**src/verilog/rom_layout_pkg.sv**
```systemverilog
package rom_layout_pkg;

    // header layout, byte positions within the first 64 bytes
    localparam int header_bytes = 64;   // bulk data starts here
    localparam int start_bytes  = 8;    // four 16-bit start points
    localparam int cfg_first    = 8;    // board config bytes
    localparam int cfg_last     = 39;
    localparam int flag_byte    = 39;   // config byte with decrypt/key_bit on [7:6]
    localparam int key_first    = 48;   // 88-bit key, msb byte first
    localparam int key_len      = 11;

    // bulk regions in image order
    typedef enum logic [2:0] {
        cpu  = 3'd0,
        snd  = 3'd1,
        pcm  = 3'd2,
        gfx  = 3'd3,
        qsnd = 3'd4
    } region_t;

    // region starts in KB units
    // snd_start sits lowest, since header bytes shift in from the top
    typedef struct packed {
        logic [15:0] qsnd_start;
        logic [15:0] gfx_start;
        logic [15:0] pcm_start;
        logic [15:0] snd_start;
    } start_table_t;

    // word offsets into program memory, per region
    localparam logic [21:0] cpu_offset = 22'h00_0000;
    localparam logic [21:0] snd_offset = 22'h10_0000;
    localparam logic [21:0] pcm_offset = 22'h11_0000;
    localparam logic [21:0] gfx_offset = 22'h00_0000;   // gfx has its own bank

    // cpu descramble table
    // one xor term per data bit, bit 0 first
    localparam logic [7:0] scramble_bit_mask [0:7] = '{
        8'h04, 8'h21, 8'h01, 8'h50, 8'h40, 8'h06, 8'h08, 8'h88
    };
    // bits 3 and 7 add their term when clear
    localparam logic [7:0] scramble_invert = 8'h88;

endpackage

```
**src/verilog/prog_bus_pkg.sv**
```systemverilog
package prog_bus_pkg;

    // one byte write toward the 16-bit program memory
    typedef struct packed {
        logic [21:0] addr;  // word address
        logic [ 7:0] data;
        logic [ 1:0] mask;  // active low, 10 = low byte lane
        logic [ 1:0] bank;
    } prog_wr_t;

    // board configuration write, header bytes 8..39
    typedef struct packed {
        logic [5:0] addr;   // low six bits of the header address
        logic [7:0] data;
    } cfg_wr_t;

    // memory bank codes
    localparam logic [1:0] bank_other = 2'b00;
    localparam logic [1:0] bank_cpu   = 2'b01;
    localparam logic [1:0] bank_gfx   = 2'b10;

endpackage

```
**src/verilog/header_capture.sv**
```systemverilog
`timescale 1ns/100ps

module header_capture (
    input  logic                        clk,
    input  logic                        arst_n,
    input  logic                        downloading,
    input  logic [24:0]                 ioctl_addr,
    input  logic [ 7:0]                 ioctl_data,
    input  logic                        ioctl_wr,
    output rom_layout_pkg::start_table_t starts,
    output logic                        decrypt,
    output logic                        key_bit,
    output logic                        cfg_we,
    output prog_bus_pkg::cfg_wr_t       cfg,
    output logic [87:0]                 key
);

    import rom_layout_pkg::*;

    logic accept;
    logic is_start;
    logic is_cfg;
    logic is_flag;
    logic is_key;

    assign accept   = ioctl_wr && downloading;
    assign is_start = ioctl_addr < start_bytes;
    assign is_cfg   = ioctl_addr >= cfg_first && ioctl_addr <= cfg_last;
    assign is_flag  = ioctl_addr == flag_byte;
    assign is_key   = ioctl_addr >= key_first && ioctl_addr < key_first + key_len;

    // control: cfg strobe and the two flags
    always_ff @(posedge clk or negedge arst_n) begin
        if (!arst_n) begin
            cfg_we  <= 1'b0;
            decrypt <= 1'b0;
            key_bit <= 1'b0;
        end else begin
            cfg_we <= accept && is_cfg;     // single cycle per byte
            if (!downloading) begin
                decrypt <= 1'b0;            // flags live for one download only
                key_bit <= 1'b0;
            end else if (accept && is_flag) begin
                decrypt <= ioctl_data[7];
                key_bit <= ioctl_data[6];
            end
        end
    end

    // header payload
    always_ff @(posedge clk) begin
        if (accept) begin
            if (is_start) begin
                // shift in from the top, byte 0 ends in snd_start[7:0]
                starts <= {ioctl_data, starts[63:8]};
            end
            if (is_cfg) begin
                cfg.addr <= ioctl_addr[5:0];
                cfg.data <= ioctl_data;
            end
            if (is_key) begin
                key <= {key[79:0], ioctl_data};    // first byte ends at the top
            end
        end
    end

endmodule

```
**src/verilog/region_decode.sv**
```systemverilog
`timescale 1ns/100ps

module region_decode (
    input  logic                         clk,
    input  logic                         arst_n,
    input  logic                         downloading,
    input  logic [24:0]                  ioctl_addr,
    input  logic [ 7:0]                  ioctl_data,
    input  logic                         ioctl_wr,
    input  rom_layout_pkg::start_table_t starts,
    output prog_bus_pkg::prog_wr_t       item,
    output rom_layout_pkg::region_t      region,
    output logic                         item_valid,
    output logic                         bulk_bit19,
    output logic                         addr_bit0
);

    import rom_layout_pkg::*;
    import prog_bus_pkg::*;

    logic        is_bulk;
    logic [24:0] bulk_addr;     // header stripped
    logic [14:0] bulk_kb;       // KB index, compared against the start table
    region_t     region_c;
    logic [15:0] reg_start;
    logic [21:0] reg_offset;
    logic [24:0] rel_addr;
    logic [21:0] word_addr;
    logic [ 1:0] bank_c;

    assign is_bulk   = ioctl_addr >= header_bytes;
    assign bulk_addr = ioctl_addr - 25'(header_bytes);
    assign bulk_kb   = bulk_addr[24:10];

    always_comb begin
        // default is qsnd, which reuses the gfx start and offset
        region_c   = qsnd;
        reg_start  = starts.gfx_start;
        reg_offset = gfx_offset;
        if (bulk_kb < starts.snd_start) begin
            region_c   = cpu;
            reg_start  = 16'd0;     // cpu addresses straight from the bulk base
            reg_offset = cpu_offset;
        end else if (bulk_kb < starts.pcm_start) begin
            region_c   = snd;
            reg_start  = starts.snd_start;
            reg_offset = snd_offset;
        end else if (bulk_kb < starts.gfx_start) begin
            region_c   = pcm;
            reg_start  = starts.pcm_start;
            reg_offset = pcm_offset;
        end else if (bulk_kb < starts.qsnd_start) begin
            region_c = gfx;
        end
        rel_addr  = bulk_addr - {reg_start[14:0], 10'd0};
        word_addr = rel_addr[22:1] + reg_offset;   // byte to word
        case (region_c)
            cpu:     bank_c = bank_cpu;
            gfx:     bank_c = bank_gfx;
            default: bank_c = bank_other;
        endcase
    end

    always_ff @(posedge clk or negedge arst_n) begin
        if (!arst_n) item_valid <= 1'b0;
        else         item_valid <= ioctl_wr && downloading && is_bulk;
    end

    // item is held until the next bulk byte
    always_ff @(posedge clk) begin
        if (ioctl_wr && downloading && is_bulk) begin
            item.addr  <= word_addr;
            item.data  <= ioctl_data;
            item.mask  <= ioctl_addr[0] ? 2'b01 : 2'b10;   // even byte on the low lane
            item.bank  <= bank_c;
            region     <= region_c;
            bulk_bit19 <= bulk_addr[19];    // upper half of cpu space
            addr_bit0  <= bulk_addr[0];
        end
    end

endmodule

```
**src/verilog/byte_descramble.sv**
```systemverilog
`timescale 1ns/100ps

module byte_descramble (
    input  prog_bus_pkg::prog_wr_t  item_in,
    input  rom_layout_pkg::region_t region,
    input  logic                    bulk_bit19,
    input  logic                    addr_bit0,
    input  logic                    decrypt,
    input  logic                    key_bit,
    output prog_bus_pkg::prog_wr_t  item_out
);

    import rom_layout_pkg::*;

    logic       hit;
    logic [7:0] scrambled;

    // only odd or even cpu bytes in the upper half, picked by key_bit
    assign hit = region == cpu && bulk_bit19 && decrypt && (addr_bit0 != key_bit);

    always_comb begin
        scrambled = 8'h00;
        for (int i = 0; i < 8; i++) begin
            // inverted bits count when the data bit is clear
            if (item_in.data[i] ^ scramble_invert[i])
                scrambled ^= scramble_bit_mask[i];
        end
    end

    always_comb begin
        item_out = item_in;
        if (hit) item_out.data = scrambled;     // addr, mask, bank untouched
    end

endmodule

```
**src/verilog/prog_writer.sv**
```systemverilog
`timescale 1ns/100ps

module prog_writer (
    input  logic                   clk,
    input  logic                   arst_n,
    input  logic                   downloading,
    input  prog_bus_pkg::prog_wr_t item,
    input  logic                   item_valid,
    input  logic                   is_qsnd,
    input  logic                   prog_ack,
    output prog_bus_pkg::prog_wr_t prog,
    output logic                   prog_req,
    output logic                   prom_we,
    output logic                   busy
);

    typedef enum logic [1:0] {
        st_idle    = 2'd0,
        st_request = 2'd1,     // prog_req up, waiting for ack
        st_release = 2'd2      // prog_req down, waiting for ack to fall
    } state_t;

    state_t state;
    logic   take;

    assign take = state == st_idle && item_valid;

    always_ff @(posedge clk or negedge arst_n) begin
        if (!arst_n) begin
            state    <= st_idle;
            prog_req <= 1'b0;
            prom_we  <= 1'b0;
        end else if (!downloading) begin
            state    <= st_idle;   // abandon any pending write
            prog_req <= 1'b0;
            prom_we  <= 1'b0;
        end else begin
            prom_we <= 1'b0;
            case (state)
                st_idle: begin
                    if (item_valid) begin
                        if (is_qsnd) begin
                            prom_we <= 1'b1;    // internal rom, no handshake
                        end else begin
                            prog_req <= 1'b1;
                            state    <= st_request;
                        end
                    end
                end
                st_request: begin
                    if (prog_ack) begin
                        prog_req <= 1'b0;
                        state    <= st_release;
                    end
                end
                st_release: begin
                    if (!prog_ack) state <= st_idle;
                end
                default: state <= st_idle;
            endcase
        end
    end

    // prog stays stable through the whole handshake
    always_ff @(posedge clk) begin
        if (take) prog <= item;
    end

    // high from the cycle the decoded item shows up
    assign busy = (state != st_idle) || (item_valid && !is_qsnd);

endmodule

```
**src/verilog/rom_loader.sv**
```systemverilog
`timescale 1ns/100ps

module rom_loader (
    input  logic                   clk,
    input  logic                   arst_n,
    input  logic                   downloading,
    input  logic [24:0]            ioctl_addr,
    input  logic [ 7:0]            ioctl_data,
    input  logic                   ioctl_wr,
    input  logic                   prog_ack,
    output prog_bus_pkg::prog_wr_t prog,
    output logic                   prog_req,
    output logic                   prom_we,    // qualifies prog for q-sound bytes
    output prog_bus_pkg::cfg_wr_t  cfg,
    output logic                   cfg_we,
    output logic                   busy,
    output logic [87:0]            key
);

    import rom_layout_pkg::*;
    import prog_bus_pkg::*;

    start_table_t starts;
    logic         decrypt;
    logic         key_bit;
    prog_wr_t     dec_item;     // straight from decode
    region_t      dec_region;
    logic         dec_valid;
    logic         bulk_bit19;
    logic         addr_bit0;
    prog_wr_t     wr_item;      // after descramble

    header_capture header_capture_inst (
        .clk         (clk),
        .arst_n      (arst_n),
        .downloading (downloading),
        .ioctl_addr  (ioctl_addr),
        .ioctl_data  (ioctl_data),
        .ioctl_wr    (ioctl_wr),
        .starts      (starts),
        .decrypt     (decrypt),
        .key_bit     (key_bit),
        .cfg_we      (cfg_we),
        .cfg         (cfg),
        .key         (key)
    );

    region_decode region_decode_inst (
        .clk         (clk),
        .arst_n      (arst_n),
        .downloading (downloading),
        .ioctl_addr  (ioctl_addr),
        .ioctl_data  (ioctl_data),
        .ioctl_wr    (ioctl_wr),
        .starts      (starts),
        .item        (dec_item),
        .region      (dec_region),
        .item_valid  (dec_valid),
        .bulk_bit19  (bulk_bit19),
        .addr_bit0   (addr_bit0)
    );

    byte_descramble byte_descramble_inst (
        .item_in    (dec_item),
        .region     (dec_region),
        .bulk_bit19 (bulk_bit19),
        .addr_bit0  (addr_bit0),
        .decrypt    (decrypt),
        .key_bit    (key_bit),
        .item_out   (wr_item)
    );

    prog_writer prog_writer_inst (
        .clk         (clk),
        .arst_n      (arst_n),
        .downloading (downloading),
        .item        (wr_item),
        .item_valid  (dec_valid),
        .is_qsnd     (dec_region == qsnd),
        .prog_ack    (prog_ack),
        .prog        (prog),
        .prog_req    (prog_req),
        .prom_we     (prom_we),
        .busy        (busy)
    );

endmodule

```
**config.mk**
```make
export PLATFORM = sky130hd
export DESIGN_NAME = rom_loader
export DESIGN_NICKNAME = d
export VERILOG_FILES = /design/src/verilog/rom_layout_pkg.sv /design/src/verilog/prog_bus_pkg.sv /design/src/verilog/header_capture.sv /design/src/verilog/region_decode.sv /design/src/verilog/byte_descramble.sv /design/src/verilog/prog_writer.sv /design/src/verilog/rom_loader.sv
export SDC_FILE = /design/constraint.sdc
export NUM_CORES = 1
export LEC_CHECK = 0
export ABC_CLOCK_PERIOD_IN_PS = 4890
export BUFFER_PORTS_ARGS = -buffer_cell sky130_fd_sc_hd__buf_2
export CAP_MARGIN = 5
export CORE_MARGIN = 4
export CORE_UTILIZATION = 51
export DETAILED_ROUTE_END_ITERATION = 10
export PLACE_DENSITY = 0.86
export SLEW_MARGIN = 20
export SYNTH_ARGS = -nofsm -noshare
export SYNTH_HDL_FRONTEND = slang
export SYNTH_HIERARCHICAL = 1
export SYNTH_SLANG_ARGS = --single-unit
```
**constraint.sdc**
```tcl
create_clock -name clk -period 4.89 [get_ports clk]
set_input_delay 0.489 -clock clk [delete_from_list [all_inputs] [get_ports clk]]
set_output_delay 0.489 -clock clk [all_outputs]
set_load 0.01 [all_outputs]
```
; ---- Word-level counts from Yosys, hierarchy flattened
; Cells that the tools add are included.
[totals]
memories = 0
register_bits = 247
wordCells = 119
mem_bits_rw = 0
latchBits = 0
romBits = 0
[classes]
n_addsub = 3
mul = 0
n_bitwise = 7
n_mux = 40
shifts = 0
div = 0
reduce_logical = 22
n_lt_le_gt_ge = 10
n_eq_ne = 12
[ops]
columns = op, count
row1 = 15-bit by 16-bit less-than comparator with 1-bit output, 4
row2 = 22-bit two-way mux, 2
row3 = 13-bit two-way mux, 3
row4 = "25-bit by 6-bit equality test with 1-bit output, second input constant", 1
row5 = "25-bit by 4-bit greater-or-equal comparator with 1-bit output, second input constant", 1
row6 = "25-bit by 6-bit greater-or-equal comparator with 1-bit output, second input constant", 1
row7 = "25-bit by 7-bit greater-or-equal comparator with 1-bit output, second input constant", 1
row8 = "25-bit by 6-bit less-or-equal comparator with 1-bit output, second input constant", 1
row9 = "25-bit by 4-bit less-than comparator with 1-bit output, second input constant", 1
row10 = "25-bit by 6-bit less-than comparator with 1-bit output, second input constant", 1
row11 = "25-bit by 7-bit subtractor with 25-bit output, second input constant", 1
row12 = 23-bit subtractor, 1
row13 = 22-bit adder, 1
row14 = 21-bit two-way mux, 1
row15 = 3-bit two-way mux, 6
row16 = 8-bit two-way mux, 2
row17 = 7-bit two-way mux, 2
row18 = 1-bit two-way mux, 13
row19 = 2-bit two-way mux, 6
row20 = "3-bit != test, second input constant", 4
row21 = 1-bit logical AND, 11
row22 = 4-bit AND reduction, 2
row23 = 3-bit logical NOT, 2
row24 = 6-bit two-way mux, 1
row25 = other kinds (19), 25

; ---- Logic depth before layout (Yosys ltp)
; Gate-level depths: netlist of run 1.
[logic_depth]
ltp_word = 14
depth_mapped = 26

; ---- Modules after synthesis
; The synthesis of run 1 kept the hierarchy.
[modules_own_cells]
columns = module, area_each_um2, cells_each, n_inst
row1 = header_capture, 5237.5, 192, 1
row2 = region_decode, 4129.0, 456, 1
row3 = prog_writer, 1223.7, 53, 1
row4 = byte_descramble, 377.9, 43, 1
row5 = rom_loader, 12.5, 1, 1

; ---- Worst setup path before layout of run 1
; No wires, ideal clock.
[synth_path]
path_kind = in2reg
start = input ioctl_addr[10]
end = register header_capture_inst.key[0], enable pin
required_time_ns = 4.225
stages = 4
path_slack_ns = -3.692
arrival_time_ns = 7.917
n_path_buf = 0
cell_sequence = or4_4 nor4_4 nand2_1 a211oi_1
[synth_via]
elab_chain_cells = 3
elab_cells_between_ends = 4
cone_classes = order compare (2) / reduce/logical (2)
[synth_rtl]
columns = element, line
row1 = from (decl), rom_loader.sv:7  ; input logic [24:0] ioctl_addr,
row2 = 25-bit by 6-bit greater-or-equal comparator with 1-bit output or 25-bit by 6-bit less-than comparator with 1-bit output (tied branches), header_capture.sv:30  ; assign is_key = ioctl_addr >= key_first && ioctl_addr < key_first + key_len;
row3 = 1-bit logical AND *, header_capture.sv:30
row4 = 2-bit AND reduction (no line) *, -
row5 = to (signal assigned), header_capture.sv:62  ; key <= {key[79:0], ioctl_data};
row6 = to (decl), header_capture.sv:15  ; output logic [87:0] key
; Mark *: on every way between the ends. The rest lies on a longest branch, timed or not.
; A chain may end at the register's enable or synchronous reset.

; ---- Final worst setup path of run 1
[layout_path]
start = input ioctl_addr[8]
end = register, netlist name region_decode_inst/item[33]
[layout_via]
elab_chain_cells = 7
elab_cells_between_ends = 12
cone_classes = add/sub (3) / order compare (3) / mux (6)
[layout_rtl]
columns = element, line
row1 = 25-bit by 7-bit subtractor with 25-bit output *, region_decode.sv:32  ; assign bulk_addr = ioctl_addr - 25'(header_bytes);
row2 = net region_decode_inst.bulk_addr[19], region_decode.sv:22  ; logic [24:0] bulk_addr;
row3 = 15-bit by 16-bit less-than comparator with 1-bit output, region_decode.sv:48  ; end else if (bulk_kb < starts.gfx_start) begin
row4 = 13-bit two-way mux, region_decode.sv:48
row5 = 13-bit two-way mux, region_decode.sv:44  ; end else if (bulk_kb < starts.pcm_start) begin
row6 = 13-bit two-way mux, region_decode.sv:40  ; if (bulk_kb < starts.snd_start) begin
row7 = 23-bit subtractor, region_decode.sv:55  ; rel_addr = bulk_addr - {reg_start[14:0], 10'd0};
row8 = 22-bit adder *, region_decode.sv:56  ; word_addr = rel_addr[22:1] + reg_offset;
row9 = net region_decode_inst.word_addr[21], region_decode.sv:28  ; logic [21:0] word_addr;
; Mark *: on every way through the listed nets, which the timed path passes. The rest lies on a longest branch.

==> reports/qor.txt, run 1 <==
Pin count of the biggest net entering global routing: 89
Mean post-synth cell area: 14.7 sq um
DP HPWL: 21.5 mm
Die ar.: 23,900 sq um
Pint: 3.56 mW
Synth Warn #: 6
CP startpoint kind: primary input
Layout cell share with drive strength beyond 1: 39.4%
Ant diodes: 0
First-pass GRT wire length: 43.8 mm
Post-synth EDFFs: 238
DRT iter0 DRCs: 673
Area grow syn2layout: 29.3%
Post-route ant nets: 0
Max Fclk: 190 MHz
Worst Setup Path Type: in2reg
Initial core utilization: 52.1%
# port buffers: 177
Fin crit share: 108%
Die width: 155 um
Crit path required time: 5170 ps
CTS tree: done
Root buffer cell: clkbuf_16
CTS Buf Count: 25
Post-synth top cells: 238 x edfxtp_1, 74 x inv_1, 73 x ha_1
Clock Path Buffers: 3
Max VDD drop: 334 uV
Remaining global-route overflow: 0
Seq/Total Area, Yosys: 66.9%
Most used DFF post-synth: edfxtp_1
# rows: 53
Vias in the first global route: 7,640
Top post-synthesis cells by area: edfxtp_1 65%, ha_1 8.3%, inv_1 2.5%
Flop-to-flop setup slack: 440 ps
Crit path time final: 5270 ps
Cell taking the most area after synthesis: edfxtp_1
H-tree Lvls: 1
Worst-path maximum fanout: 4
Crit path top cell by count: buf_4
Antenna violations before repair: 1
Failing checks: negative setup slack
Clock network power share: 39.7%
Pwr Density: 321 nW/um^2
TritonRoute pass-1 iters: 5
Hold Fails Final Rpt: 0
Lkg Pwr: 5.89 nW
Worst EP arrival: 5550 ps
Global Route Usage Sum: 23.7%
Ys async rst share: 3.25%
GP Congestion: 0.982
Most frequent cell after synthesis: edfxtp_1
Setup WS post-layout: -381 ps
Clk_lat worst skew: 530 ps
Comb power frac: 8.7%
Mapped Area: 11,000 sq um
Vias per cell: 5.62
Sequential power share: 51.6%
Psw: 1.01 mW
Status: complete, but fails checks
Pre-CTS setup slack: -1150 ps
Slew at the pin closest to its max-slew limit: 1110 ps
Clock sink total: 246
HP Class: in2reg
DRC: 0
Crit path largest cell delay: 420 ps
Switching Fraction: 22.1%
Num ports: 178
Total number of vias: 7,584
Cells after Synth: 745
Final nets: 1,167
Critical-path top delay cell: or3_4
Clock transition at path regs: 60 ps
Syn nets: 857
Number of synthesized register bits: 246
Total of max-cap violations: 0
Per-cell routed wire length: 21.8 um
Clk_skew: 14.6 ps
Crit. End Element: flop
Core box area: 21,100 sq um
Post-synthesis cell type count: 71
Slew Limit Fails: 0
Rel. slew slack: 25.3%
WL final: 29.4 mm
WHS: 192 ps
Final setup violation count: 4
Die Ht: 155 um
Unrepaired setup endpoints after global routing: true
Yosys top cell area share: 65.1%
## flip-flops by register name, indices dropped and copies added (netlist names), 2 cells and up
name and flops:
region_decode_inst/item 34, prog_writer_inst/state 2, prog_writer_inst/prog 34, region_decode_inst/region 3, header_capture_inst/key 88, header_capture_inst/cfg 14
header_capture_inst/starts 64
## placed cells by master (no fill, tap or decap), drive strengths merged, types with 9 or more instances in the layout
master / Yosys / routed
buf: 30 / 316
edfxtp: 238 / 238
inv: 74 / 76
ha: 73 / 73
nand2: 34 / 34
clkbuf: 4 / 33
nor2: 30 / 30
o21ai: 27 / 27
xor2: 19 / 19
a21oi: 18 / 18
nand3: 17 / 17
xnor2: 17 / 17
nor3: 15 / 15
o211ai: 14 / 14
o21a: 11 / 11
a21o: 10 / 10
clkinv: 0 / 9
## area by class of cell
cell class / instances / area [sq um]
Clock buffer: 33 / 676
Clock inverter: 13 / 104
Fill cell: 1406 / 6900
Inverter: 74 / 278
Multi-Input combinational cell: 391 / 3460
Sequential cell: 246 / 7350
Tap cell: 275 / 344
Timing Repair Buffer: 317 / 1980
## worst max-delay path, delay by kind of cell
family	cells	cell delay [ps]
adder cells (fa/ha/maj)	3	760
AO/OA/AOI/OAI	9	1710
buffers and inverters	5	600
AND/OR/NAND/NOR	6	1120
XOR/XNOR	3	860
## metrics by stage
step	TNS [ps]	power [mW]	instances	util, %	instance area (sq um)
after detailed placement	-5120	2.76	1290	61.9	13100
after CTS	-589	4.57	1348	66.7	14100
final	-735	4.56	1349	67.3	14200
after floorplan	-2170	2.58	745	-	11100
after global routing	-1740	4.72	1349	67.3	14200
after global placement	-3670	2.74	1290	61.9	13100
## metal layers
metal	track usage [%]	up-vias	wire length (um)	part of all wire, %
li1	-	3404	-	-
met1	30.6	3667	11000	38
met2	41.2	427	14900	51
met3	3.30	86	2420	8.2
met4	8.37	0	1080	3.7
met5	0	-	0	0
## cells by family (layout without fill, tap and decap cells)
family / after synthesis / count (layout) / share of synthesized area (%)
compound gates: 118 / 118 / 7.57
fa+ha+maj: 74 / 74 / 8.50
flops: 246 / 246 / 66.9
simple gates: 153 / 153 / 8.08
mux: 9 / 9 / 1.09
buf+inv: 108 / 437 / 4.71
xor+xnor: 37 / 37 / 3.14
## repair_timing
item | 4_1_cts | 5_1_grt
gates resized for setup | 31 | 23
hold endpoints to repair | 8 | 0
endpoints found under the setup margin | 5 | 5
pin swaps | 22 | 15
setup buffers | 15 | 5
hold buffers | 1 | 0
## worst paths after layout
| check | from | cells past startpoint | to |
|---|---|---|---|
| max in group asynchronous | arst_n | 2 | prog_writer_inst/prog_req |
| hold / removal | ioctl_data[2] | 1 | header_capture_inst/key[2] |
| hold reg to reg | region_decode_inst/item[24] | 0 | prog_writer_inst/prog[24] |
| setup reg to reg | header_capture_inst/starts[21] | 18 | region_decode_inst/item[33] |
| min in group asynchronous | arst_n | 2 | region_decode_inst/item_valid |
| setup / recovery | ioctl_addr[8] | 26 | region_decode_inst/item[33] |
## power by group through the flow
| stage | combinational [mW] | clock [mW] | sequential, mW |
|---|---|---|---|
| 2_1_floorplan | 0.181 | 0 | 2.40 |
| 3_3_place_gp | 0.346 | 0 | 2.40 |
| 3_5_place_dp | 0.357 | 0 | 2.40 |
| 4_1_cts | 0.386 | 1.83 | 2.35 |
| 5_1_grt | 0.428 | 1.94 | 2.36 |
| 6_report | 0.399 | 1.81 | 2.35 |
Power figures use the tool's default switching activity.
==> inputs of run 2 (changes only) <==
--- a/config.mk
+++ b/config.mk
@@ -8,6 +8,7 @@
 export ABC_CLOCK_PERIOD_IN_PS = 4890
 export BUFFER_PORTS_ARGS = -buffer_cell sky130_fd_sc_hd__buf_2
 export CAP_MARGIN = 5
+export CORE_ASPECT_RATIO = 0.5
 export CORE_MARGIN = 4
 export CORE_UTILIZATION = 51
 export DETAILED_ROUTE_END_ITERATION = 10
==> run 2 against run 1 <==
Net effect: the run still ends with negative setup slack left; worst setup slack worse by 25 ps; flip-flop and latch count unchanged; total power down 2.0%; cell count up 0.15%; register-to-register slack better by 20 ps; combinational power up 5.5%; cell area up 0.62%; critical path type unchanged; highest routed layer unchanged.
==> reports/qor.txt, run 2 (synthesis results as in run 1) <==
Placed Area: 13,000 sq um
Vias per cell: 5.60
Clk_skew: 17.2 ps
Layout cell share with drive strength beyond 1: 41.5%
Slew at the pin closest to its max-slew limit: 974 ps
GP Congestion: 0.943
Global Route Usage Sum: 23.1%
Commonest cells after routing, fill and taps aside: 238 x edfxtp_1, 175 x buf_2, 136 x buf_4
Crit. End Element: flop
Worst r2r src: header_capture_inst/starts[41]
CTS tree: done
Hold wc startpoint: ioctl_data[7]
H-tree Lvls: 1
# port buffers: 177
Lkg Pwr: 5.93 nW
Crit path largest cell delay: 450 ps
Top reg by flops: header_capture_inst/key
Pre-CTS setup slack: -1200 ps
Most common cell after layout, fill and taps aside: edfxtp_1
Post-route ant nets: 0
Ant diodes: 0
Crit path time final: 5300 ps
Antenna violations before repair: 0
First-pass GRT wire length: 43.2 mm
# rows: 37
Worst Setup Path Type: in2reg
Num ports: 178
WP buf/inv: 2
Worst-path maximum fanout: 6
CTS Buf Count: 22
Failing checks: negative setup slack
WHS: 245 ps
Root buffer cell: clkbuf_16
Final setup violation count: 5
Per-cell routed wire length: 21.5 um
DRC: 0
Clk_lat worst skew: 510 ps
Final nets: 1,174
Unrepaired setup endpoints after global routing: true
Clock transition at path regs: 70 ps
Fin area: 14,300 sq um
Initial core utilization: 52.7%
Status: complete, but fails checks
Vias in the first global route: 7,694
Remaining global-route overflow: 0
Critical path origin: ioctl_addr[9]
Family with the most delay on the worst path: simple AND/OR/NAND/NOR gates
Max Fclk: 189 MHz
Total number of vias: 7,560
Final core occ: 68.5%
Hold Fails Final Rpt: 0
Critical-path top delay cell: or3_4
Crit path required time: 5130 ps
Rel. slew slack: 35.1%
Top flop regs: header_capture_inst/key (88), header_capture_inst/starts (64)
Die width: 216 um
TritonRoute pass-1 iters: 7
Pin count of the biggest net entering global routing: 89
CP startpoint kind: primary input
HP Class: in2reg
Pwr Density: 313 nW/um^2
Fin crit share: 108%
Core box area: 20,800 sq um
Slew Limit Fails: 0
Area grow syn2layout: 30.0%
Die ar.: 24,100 sq um
Die Ht: 112 um
WL final: 29.0 mm
DRT iter0 DRCs: 785
Largest register FFs: 88
Clock sink total: 246
Worst EP arrival: 5530 ps
Crit path top cell by count: ha_1
DP HPWL: 20.9 mm
Clock Path Buffers: 3
Setup WS post-layout: -405 ps
Total of max-cap violations: 0
Max VDD drop: 196 uV
-- run 2: changes by cell type in the layout (fill, tap and decap cells not counted), moves of 3 or more --
cell      before  now
clkbuf_1       6    2
buf_6          5   12
clkinv_2       3    7
nand3_2        1    4
-- run 2: final cells by class --
cell class / instances / area (sq um)
multi-input cells: 392 / 3530
inverters: 74 / 278
repair buffers: 326 / 2080
fillers: 1310 / 6550
well taps: 273 / 342
clock buffers: 25 / 583
clock inverters: 15 / 123
flip-flops and latches: 246 / 7350
-- run 2: worst reg2reg max path: stages (launching register included) --
cell and delay (ps):
edfxtp_1 340, inv_1 80, ha_1 310, buf_4 110, nand4_1 100, nor3_1 190, o211ai_1 110, a21o_1 200
and2_4 200, buf_4 140, o21ai_1 220, o211ai_1 140, ha_1 360, o21a_1 210, o31ai_4 90, a21o_1 170
o21ai_2 140, o21a_1 150, nor2_2 40, xnor2_1 120, ha_1 330, a41oi_2 150, xnor3_1 250
-- run 2: per-stage QoR --
stage | cells | TNS (ps) | total power, mW
4_1_cts | 1343 | -495 | 4.47
3_3_place_gp | 1284 | -4680 | 2.74
3_5_place_dp | 1284 | -5580 | 2.75
5_1_grt | 1351 | -1900 | 4.63
6_report | 1351 | -1110 | 4.47
2_1_floorplan | 745 | -2170 | 2.58
-- run 2: repair_timing --
item	CTS	global route
gates cloned	1	0
pin swaps	36	20
buffers inserted	18	11
resized for setup	49	29
hold buffers	1	0
setup endpoints to repair	5	6
endpoints found under the hold margin	8	0
-- run 2: power by group --
group / internal, mW / switching [mW] / leakage [nW]
registers: 2.34 / 0.0145 / 2.27
clock network: 0.964 / 0.734 / 0.354
logic: 0.198 / 0.223 / 3.31
-- run 2: path summary, 6_finish.rpt --
check / endpoint / slack, ps / cells past startpoint
worst max-delay path: region_decode_inst/item[33] / -410 / 27
worst min-delay path: header_capture_inst/key[7] / 240 / 1
worst max register to register: region_decode_inst/item[33] / 460 / 22
worst min register to register: prog_writer_inst/prog[30] / 420 / 0
max in group asynchronous: header_capture_inst/decrypt / 4350 / 2
min in group asynchronous: prog_writer_inst/prom_we / 370 / 2
-- run 2: per-layer routing --
metal  GRT usage (%)  vias to the layer above  part of all wire (%)
met4            7.50                        0                   3.6
met1            29.1                     3696                    38
met5               0                        -                     0
met2            40.3                      376                    50
li1                -                     3409                     -
met3            5.02                       79                   8.3
